`config.mk`:
```
export PLATFORM = sky130hd
export DESIGN_NAME = rf_subsystem
export DESIGN_NICKNAME = d
export VERILOG_FILES = /design/src/rf_pkg.sv /design/src/rf_subsystem.sv /design/src/rf_operand_fetch.sv /design/src/rf_reg_file.sv /design/src/rf_wb_unit.sv
export VERILOG_INCLUDE_DIRS = /design/src
export SDC_FILE = /design/constraint.sdc
export NUM_CORES = 2
export LEC_CHECK = 0
export BUFFER_PORTS_ARGS = -buffer_cell sky130_fd_sc_hd__buf_4
export CAP_MARGIN = 20
export CORE_MARGIN = 2
export CORE_UTILIZATION = 40
export CTS_CLUSTER_SIZE = 25
export DETAILED_ROUTE_END_ITERATION = 10
export SETUP_SLACK_MARGIN = 0.4
export SYNTH_ARGS = -nofsm -noshare
export SYNTH_HDL_FRONTEND = slang
export SYNTH_SLANG_ARGS = --single-unit
export TNS_END_PERCENT = 5
```
`constraint.sdc`:
```
create_clock -name clk -period 6.2 [get_ports clk]
set_input_delay 1.24 -clock clk [delete_from_list [all_inputs] [get_ports clk]]
set_output_delay 1.24 -clock clk [all_outputs]
set_load 0.1 [all_outputs]
```
`src/rf_params.svh`:
```
`ifndef RF_PARAMS_SVH
`define RF_PARAMS_SVH

// architectural register count of the integer file
`define RF_NUM 32

// width of one register
`define ARCH_WIDTH 32

// register numbers with special handling
// x0 is hard-wired to zero
`define RF_X0_ZERO 5'd0
// x31 has no pair partner
`define RF_X31_T6 5'd31

`endif
```
`src/rf_pkg.sv`:
```
`include "rf_params.svh"

package rf_pkg;

    // register number and register value
    typedef logic [$clog2(`RF_NUM)-1:0] rf_addr_t;
    typedef logic [`ARCH_WIDTH-1:0] arch_width_t;

    // write enables, rdp also writes rd+1
    typedef struct packed {
        logic rd;
        logic rdp;
    } rf_we_t;

    // writeback command from execute
    // low word of result goes to rd, high word to rd+1
    typedef struct packed {
        rf_addr_t addr;
        logic pair;
        logic [2*`ARCH_WIDTH-1:0] result;
    } wb_cmd_t;

    // write bundle seen by the register file and the fetch bypass
    typedef struct packed {
        rf_we_t we;
        rf_addr_t addr_d;
        arch_width_t data_d;
        arch_width_t data_dp;
    } rf_wr_t;

    // three source register numbers
    typedef struct packed {
        rf_addr_t addr_a;
        rf_addr_t addr_b;
        rf_addr_t addr_c;
    } rd_req_t;

    typedef struct packed {
        arch_width_t data_a;
        arch_width_t data_b;
        arch_width_t data_c;
    } operands_t;

    // pair partner of rd, x31 wraps to x0 and is thereby dropped
    function automatic rf_addr_t get_rdp(input rf_addr_t rd);
        return rd + rf_addr_t'(1);
    endfunction

endpackage

```
`src/rf_subsystem.sv`:
```
`include "rf_params.svh"

module rf_subsystem #(
    parameter int unsigned BANKED = 0
) (
    input  logic clk,
    input  logic rst_n,
    input  logic wb_valid,
    input  rf_pkg::wb_cmd_t wb_cmd,
    input  logic rd_valid,
    input  rf_pkg::rd_req_t rd_req,
    output logic op_valid,
    output rf_pkg::operands_t op
);

    // registered write, shared by storage and bypass
    rf_pkg::rf_wr_t wr;

    rf_pkg::rf_addr_t rf_addr_a;
    rf_pkg::rf_addr_t rf_addr_b;
    rf_pkg::rf_addr_t rf_addr_c;
    rf_pkg::arch_width_t rf_data_a;
    rf_pkg::arch_width_t rf_data_b;
    rf_pkg::arch_width_t rf_data_c;

    rf_wb_unit u_wb_unit (
        .clk      (clk),
        .rst_n    (rst_n),
        .wb_valid (wb_valid),
        .wb_cmd   (wb_cmd),
        .wr       (wr)
    );

    rf_reg_file #(
        .BANKED (BANKED)
    ) u_reg_file (
        .clk    (clk),
        .wr     (wr),
        .addr_a (rf_addr_a),
        .addr_b (rf_addr_b),
        .addr_c (rf_addr_c),
        .data_a (rf_data_a),
        .data_b (rf_data_b),
        .data_c (rf_data_c)
    );

    rf_operand_fetch u_operand_fetch (
        .clk       (clk),
        .rst_n     (rst_n),
        .rd_valid  (rd_valid),
        .rd_req    (rd_req),
        .wr        (wr),
        .rf_addr_a (rf_addr_a),
        .rf_addr_b (rf_addr_b),
        .rf_addr_c (rf_addr_c),
        .rf_data_a (rf_data_a),
        .rf_data_b (rf_data_b),
        .rf_data_c (rf_data_c),
        .op_valid  (op_valid),
        .op        (op)
    );

endmodule

```
`src/rf_operand_fetch.sv`:
```
`include "rf_params.svh"

module rf_operand_fetch (
    input  logic clk,
    input  logic rst_n,
    input  logic rd_valid,
    input  rf_pkg::rd_req_t rd_req,
    input  rf_pkg::rf_wr_t wr,
    output rf_pkg::rf_addr_t rf_addr_a,
    output rf_pkg::rf_addr_t rf_addr_b,
    output rf_pkg::rf_addr_t rf_addr_c,
    input  rf_pkg::arch_width_t rf_data_a,
    input  rf_pkg::arch_width_t rf_data_b,
    input  rf_pkg::arch_width_t rf_data_c,
    output logic op_valid,
    output rf_pkg::operands_t op
);

    rf_pkg::operands_t op_next;

    // pick the pending write over the stored word, x0 never matches
    function automatic rf_pkg::arch_width_t bypass(
        input rf_pkg::rf_addr_t src,
        input rf_pkg::arch_width_t rf_word,
        input rf_pkg::rf_wr_t w
    );
        rf_pkg::arch_width_t word;
        word = rf_word;
        if (src != `RF_X0_ZERO) begin
            if (w.we.rdp && (src == rf_pkg::get_rdp(w.addr_d))) begin
                word = w.data_dp;
            end
            if (w.we.rd && (src == w.addr_d)) begin
                word = w.data_d;
            end
        end
        return word;
    endfunction

    // register file is read straight from the request
    assign rf_addr_a = rd_req.addr_a;
    assign rf_addr_b = rd_req.addr_b;
    assign rf_addr_c = rd_req.addr_c;

    assign op_next.data_a = bypass(rd_req.addr_a, rf_data_a, wr);
    assign op_next.data_b = bypass(rd_req.addr_b, rf_data_b, wr);
    assign op_next.data_c = bypass(rd_req.addr_c, rf_data_c, wr);

    always_ff @(posedge clk or negedge rst_n) begin
        if (!rst_n) begin
            op_valid <= 1'b0;
        end else begin
            op_valid <= rd_valid;
        end
    end

    always_ff @(posedge clk) begin
        if (rd_valid) begin
            op <= op_next;
        end
    end

    // fixed latency of one cycle, in both directions
    a_op_follows_req: assert property (
        @(posedge clk) disable iff (!rst_n)
        rd_valid |=> op_valid
    ) else $error("op_valid missing one cycle after rd_valid");

    a_op_has_req: assert property (
        @(posedge clk) disable iff (!rst_n)
        op_valid |-> $past(rd_valid)
    ) else $error("op_valid without a request");

endmodule

```
`src/rf_reg_file.sv`:
```
`include "rf_params.svh"

module rf_reg_file #(
    parameter int unsigned BANKED = 0
) (
    input  logic clk,
    input  rf_pkg::rf_wr_t wr,
    input  rf_pkg::rf_addr_t addr_a,
    input  rf_pkg::rf_addr_t addr_b,
    input  rf_pkg::rf_addr_t addr_c,
    output rf_pkg::arch_width_t data_a,
    output rf_pkg::arch_width_t data_b,
    output rf_pkg::arch_width_t data_c
);

    // index bits of a bank, register number without its lsb
    localparam int IDX_W = $clog2(`RF_NUM) - 1;

    rf_pkg::rf_addr_t addr_dp;
    logic rd_we;
    logic rdp_we;

    rf_pkg::rf_addr_t raddr [3];
    rf_pkg::arch_width_t rdata [3];

    assign addr_dp = rf_pkg::get_rdp(wr.addr_d);

    // x0 never written, pair at x31 wraps to x0 and is dropped here
    assign rd_we = wr.we.rd && (wr.addr_d != `RF_X0_ZERO);
    assign rdp_we = wr.we.rdp && (addr_dp != `RF_X0_ZERO);

    assign raddr[0] = addr_a;
    assign raddr[1] = addr_b;
    assign raddr[2] = addr_c;

    if (BANKED == 0) begin : gen_flat

        rf_pkg::arch_width_t rf [1:`RF_NUM-1];

        always_ff @(posedge clk) begin
            if (rd_we) begin
                rf[wr.addr_d] <= wr.data_d;
            end
            if (rdp_we) begin
                rf[addr_dp] <= wr.data_dp;
            end
        end

        always_comb begin
            for (int i = 0; i < 3; i++) begin
                if (raddr[i] == `RF_X0_ZERO) begin
                    rdata[i] = '0;
                end else begin
                    rdata[i] = rf[raddr[i]];
                end
            end
        end

    end else begin : gen_banked

        typedef logic [IDX_W-1:0] idx_t;

        // even bank holds x0, x2 .. x30 and odd bank x1, x3 .. x31
        rf_pkg::arch_width_t rf_even [0:`RF_NUM/2-1];
        rf_pkg::arch_width_t rf_odd [0:`RF_NUM/2-1];

        logic rd_odd;
        idx_t idx_d;
        idx_t idx_dp;

        assign rd_odd = wr.addr_d[0];
        assign idx_d = wr.addr_d[IDX_W:1];
        // for odd rd the partner sits in the next even slot
        assign idx_dp = idx_d + idx_t'(rd_odd);

        // even bank gets rd when rd is even, else the pair half
        always_ff @(posedge clk) begin
            if (rd_we && !rd_odd) begin
                rf_even[idx_d] <= wr.data_d;
            end else if (rdp_we && rd_odd) begin
                rf_even[idx_dp] <= wr.data_dp;
            end
        end

        // odd bank always uses idx_d, partner of an even rd is rd|1
        always_ff @(posedge clk) begin
            if (rd_we && rd_odd) begin
                rf_odd[idx_d] <= wr.data_d;
            end else if (rdp_we && !rd_odd) begin
                rf_odd[idx_d] <= wr.data_dp;
            end
        end

        always_comb begin
            for (int i = 0; i < 3; i++) begin
                if (raddr[i] == `RF_X0_ZERO) begin
                    rdata[i] = '0;
                end else if (raddr[i][0]) begin
                    rdata[i] = rf_odd[raddr[i][IDX_W:1]];
                end else begin
                    rdata[i] = rf_even[raddr[i][IDX_W:1]];
                end
            end
        end

    end

    assign data_a = rdata[0];
    assign data_b = rdata[1];
    assign data_c = rdata[2];

    // producer must never pair a write at x31
    a_no_pair_x31: assert property (
        @(posedge clk) wr.we.rdp |-> (wr.addr_d != `RF_X31_T6)
    ) else $error("paired write with rd=x31 is illegal");

endmodule

```
`src/rf_wb_unit.sv`:
```
`include "rf_params.svh"

module rf_wb_unit (
    input  logic clk,
    input  logic rst_n,
    input  logic wb_valid,
    input  rf_pkg::wb_cmd_t wb_cmd,
    output rf_pkg::rf_wr_t wr
);

    rf_pkg::rf_we_t we_q;
    rf_pkg::rf_addr_t addr_q;
    rf_pkg::arch_width_t data_q;
    rf_pkg::arch_width_t data_p_q;

    // enables live for one cycle per accepted command
    always_ff @(posedge clk or negedge rst_n) begin
        if (!rst_n) begin
            we_q <= '0;
        end else if (wb_valid) begin
            we_q.rd <= 1'b1;
            we_q.rdp <= wb_cmd.pair;
        end else begin
            we_q <= '0;
        end
    end

    // payload follows the strobe
    always_ff @(posedge clk) begin
        if (wb_valid) begin
            addr_q <= wb_cmd.addr;
            data_q <= wb_cmd.result[`ARCH_WIDTH-1:0];
            // high word only matters for paired commands
            data_p_q <= wb_cmd.result[2*`ARCH_WIDTH-1:`ARCH_WIDTH];
        end
    end

    assign wr.we = we_q;
    assign wr.addr_d = addr_q;
    assign wr.data_d = data_q;
    assign wr.data_dp = data_p_q;

    // destination must be known whenever a command is strobed
    a_wb_addr_known: assert property (
        @(posedge clk) disable iff (!rst_n)
        wb_valid |-> !$isunknown(wb_cmd.addr)
    ) else $error("writeback strobed with unknown rd");

endmodule

```
Yosys cells after proc, flatten, opt, wreduce, memory -nomap -nowiden
Memory sizes are Yosys's and may differ from the RTL's.
Cells that the tools add are included.
{"block": "totals", "ramBits": 992, "ff_bits": 168, "out_inout_bits": 97, "word_cells": 50, "memories": 1, "input_bits": 89}
{"block": "classes", "muxes": 17, "addsub": 1, "n_eq_ne": 6, "n_reduce_logical": 16}
{"name": "u_reg_file.gen_flat.rf", "words": 31, "width": 32, "read_ports": 3, "rd_clocked_by_memory_dff": 0, "write_ports": 2, "line": "rf_reg_file.sv:38", "text": "rf_pkg::arch_width_t rf [1:`RF_NUM-1];"}
{"cell": "32-bit 2-to-1 mux", "count": 12}
{"cell": "5-bit equality test", "count": 6}
{"cell": "5-bit nonzero test", "count": 5}
{"cell": "5-bit logical NOT", "count": 3}
{"cell": "1-bit logical AND", "count": 8}
{"cell": "5-bit by 1-bit adder with 5-bit output (second input constant)", "count": 1}
{"cell": "1-bit 2-to-1 mux", "count": 4}
{"cell": "2-bit 2-to-1 mux", "count": 1}

Depth between registers and ports, before layout
{"block": "depth", "depth_word": 6, "ltp_mapped": 11, "ltp_nobuf": 8}

By module
From an unflattened synthesis, not the netlist that was laid out.
{"block": "hier_totals", "cells_unflattened": 5627, "area_unflattened_um2": 74687.9}
{"module": "rf_reg_file", "cells_per_inst": 5156, "area_each_um2": 67041.8, "n_inst": 1, "seq_area_each_um2": 29788.6}
{"module": "rf_operand_fetch", "cells_per_inst": 399, "area_each_um2": 5517.8, "n_inst": 1, "seq_area_each_um2": 2907.8}
{"module": "rf_wb_unit", "cells_per_inst": 72, "area_each_um2": 2128.3, "n_inst": 1, "seq_area_each_um2": 2122.0}

Least setup slack after synthesis
OpenSTA, ideal clock, no wires.
{"block": "synth_path", "kind": "input to register", "startpoint": "in rd_req[0] (netlist name)", "endpoint": "reg, netlist name u_operand_fetch.op[15]", "path_buffers": 4, "required_time_ns": 5.932, "path_slack_ns": 2.833, "setup_time_ns": 0.268, "arrival_time_ns": 3.099, "stages": 9, "path_cell_list": "buf_2 -> buf_2 -> buf_2 -> buf_4 -> mux4_2 -> a22oi_1 -> nand3_1 -> o21ai_0 -> o211ai_1"}
{"item": "start: declaration", "line": "rf_subsystem.sv:11", "text": "input rf_pkg::rd_req_t rd_req,"}

==> qor.csv <==
stage,metric,value,unit
timing,Slew Limit Headroom,12.05,%
route,Starting DRT DRC Count,10050,
yosys,Synth Instances,5073,
clock_network,Post-CTS Hold Buffers,0,
power,P_sw,6.345,mW
layout,layout cells sized above 1,47.08,%
route,final WL,324700,microns
clock_network,postcts setup bufs,0,
die,Die Width,432.3,microns
yosys,Synth top area share,47.35,%
yosys,ranking of synthesized cells by area,"edfxtp_1 (47%), mux2_2 (18%), mux4_2 (16%)",
timing,final setup fails,0,
worst_setup_path,arrival time worst endpoint,5.26,ns
route,Post-DRT Antenna Nets,0,
power,Comb pwr share,17.8,%
yosys,"Seq/Total Area, Yosys",47.45,%
die,io pins,186,
clock_network,clock tree from TritonCTS,built,
timing,final count of pins violating max slew,0,
worst_setup_path,"slowest stage delay, CP",0.76,ns
power,peak supply drop,343.1,uV
layout,filler instances,16210,
die,Starting Density,40.17,%
worst_setup_path,slowest cell on the critical path,nand2_2,
worst_setup_path,Buf/Inv on CP,1,
power,"Power, Total",21.51,mW
layout,area delta synth->final,12.16,%
worst_setup_path,Register-to-Register Path Depth,8,
clock_network,Root Driver,clkbuf_16,
grt,Congestion Overflow GR,0,
worst_setup_path,CP top delay family,simple AND/OR/NAND/NOR gates,
timing,"Period Utilization, post-route",77.49,%
route,via count,55130,
route,DRC Markers,0,
clock_network,post_cts resized,0,
clock_network,cts bufs inserted,137,
clock_network,maximum buffer depth of the clock tree,3,
worst_setup_path,reg-to-reg startpoint,u_wb_unit.addr_q[0],
layout,nets@finish,5087,
yosys,Yosys reg bits,1160,
yosys,average cell area after synthesis,14.47,sq um
power,Clk pwr share,38.7,%
job,max-cap viol count,0,
power,sequential power share,43.5,%
worst_setup_path,CP Capture Type,register,
yosys,post-synth top area cell,edfxtp_1,
die,Rows,157,
worst_setup_path,WS Path Type,register to register,
clock_network,"Clk Latency, worst-skew pair",0.85,ns
die,Die ar.,0.1869,sq mm
worst_setup_path,Worst Path Required,6.66,ns
yosys,Main synth FF type,edfxtp_1,
worst_setup_path,R2R Setup Slk,1.40,ns
placement,placed cell count,7214,
grt,antenna violations before repair,10,
outcome,status,"complete, no violations",
placement,IO buf count,185,
timing,fin crit period,4.805,ns
worst_setup_path,Crit Reg-Reg Endpoint,u_reg_file.gen_flat.rf[4][22],
timing,endpoints failing hold,0,
timing,Post-Route Skew,0.03909,ns
yosys,Async SR Flop Fraction,0.2586,%
timing,hold_ws,0.1938,ns
min_path,HP Class,primary input to async pin,
yosys,post-synth net total,5167,
grt,vias in the first global route,52150,
layout,fin cells,7504,
power,switch share,29.49,%
clock_network,"Reg clk slew, reported paths",0.06,ns
placement,Final HPWL DP,187100,microns
route,drt pass-1 iters,6,
clock_network,CTS sink cnt,1160,
die,Core Region,0.1827,sq mm
yosys,mapped cell area,0.07338,sq mm
power,design internal power,15.17,mW
clock_network,H-tree depth,4,
route,WL/cell,43.27,microns
layout,Finished Cell Area,0.08231,sq mm
yosys,"EDFF count, synth",1157,
worst_setup_path,crit path max fanout,17,
grt,first-pass GRT wire length,436000,microns
placement,DP Area,0.07720,sq mm
yosys,Synth Warn #,0,
timing,achievable frequency,208.1,MHz
worst_setup_path,startpoint types,register,
die,Die Ht,432.3,microns
grt,largest net degree at the start of global routing,90,
timing,setup TNS,0,ns
route,vias per cell,7.347,
grt,GRT Resource Usage Total,34.02,%
timing,RSZ-0062 raised after global routing,no,
power,leakage power,27.49,nW
power,PwrDens,261.4,mW/mm^2
worst_setup_path,CP Cell Sequence,"ha_1, nor2_1, a21oi_2, o32ai_4, nor2_1, nand2_2, nand2_2, buf_4",
placement,Final Wtd Congestion,0.9509,
timing,Worst-Margin Slew,1.314,ns
yosys,Yosys cell types,77,
==> how the worst max path moves through the flow <==
| stage | slack [ns] | from | depth (start not counted) | end |
|---|---|---|---|---|
| finish | 1.40 | u_wb_unit.addr_q[0] | 8 | u_reg_file.gen_flat.rf[4][22] |
| CTS | 1.61 | u_wb_unit.addr_q[0] | 7 | u_reg_file.gen_flat.rf[18][22] |
| floorplan | 2.83 | rd_req[0] | 9 | u_operand_fetch.op[15] |
| detailed placement | 1.40 | rd_req[1] | 8 | u_operand_fetch.op[13] |
| global route | 1.39 | u_wb_unit.addr_q[0] | 8 | u_reg_file.gen_flat.rf[27][15] |
| global placement | 1.41 | rd_req[1] | 8 | u_operand_fetch.op[8] |
==> per-stage QoR <==
step	utilization (%)	setup slack (ns)
floorplan	-	2.833
global placement	42.20	1.415
detailed placement	42.26	1.395
CTS	44.69	1.612
global route	45.04	1.385
finish	45.05	1.395
==> power by group through the flow <==
stage	Sequential, mW	Combinational (mW)	Clock (mW)
final	9.36	3.83	8.33
after global routing	9.37	3.91	8.61
after CTS	9.42	3.58	8.35
after detailed placement	9.59	3.57	0
after global placement	9.58	3.53	0
after floorplan	9.90	2.00	0
==> synth_stat cells, types with 51 or more instances <==
master    count
a211oi_1    110
a21oi_1      94
a22oi_1     115
buf_2       204
clkbuf_1    344
edfxtp_1   1157
mux2_2     1157
mux2i_1     218
mux4_2      534
nand2_1     163
nand3_1      51
nor2_1      122
o21ai_0      65
o22ai_1     180
==> placed cells by master, fill, tap and decap left out, drive strengths merged, types with 12 or more instances in the layout <==
cell type and n:
mux2i 218, or4 22, mux2 1164, a22oi 115, a221o 38, nor2b 32
edfxtp 1157, o21ai 89, mux4 534, bufinv 12, o22ai 180, or3 23
nand2b 17, clkbuf 167, clkinv 59, nor3 29, and3 41, nand2 184
inv 15, buf 404, a21oi 98, nor2 123, nand3 51, a31oi 18
a22o 28, diode 13, a211oi 110, nand4 26, xor2 13
==> worst register-to-register path, cell delays in order, from the launching register on <==
cell,delay [ns]
edfxtp_1,0.66
ha_1,0.67
nor2_1,0.16
a21oi_2,0.22
o32ai_4,0.17
nor2_1,0.61
nand2_2,0.64
nand2_2,0.77
buf_4,0.50
==> sequential cells by signal, summed over array words and instances, names as in the netlist <==
name,flops
u_wb_unit.data_q,32
u_operand_fetch.op_valid,1
u_reg_file.gen_flat.rf,992
u_operand_fetch.op,96
u_wb_unit.wr,2
u_wb_unit.addr_q,5
u_wb_unit.data_p_q,32
==> layout make-up <==
cell class	count	area [sq um]	area share, %
multi-input combinational	3284	36120	43.88
tap	2385	2984	3.626
antenna	13	32.53	0.03953
inverter	6	22.52	0.02736
clock buffer	167	3605	4.380
sequential	1160	34820	42.30
clock inverter	85	850.8	1.034
timing repair buffer	404	3875	4.708
==> cell families after synthesis <==
kind of cell	share of synthesized area (%)
compound gates	6.916
xor+xnor	0.3257
fa+ha+maj	0.08525
buf+inv	3.836
flops	47.45
mux	37.24
simple gates	4.145
==> metal layers <==
layer	GRT usage, %	wire (microns)	vias to the layer above
met2	48.71	138200	4980
met5	0	66	-
li1	-	-	20600
met3	11.05	45530	1113
met1	44.43	117000	28420
met4	21.44	23950	10
Note: power is estimated with default switching activity, not from simulation.
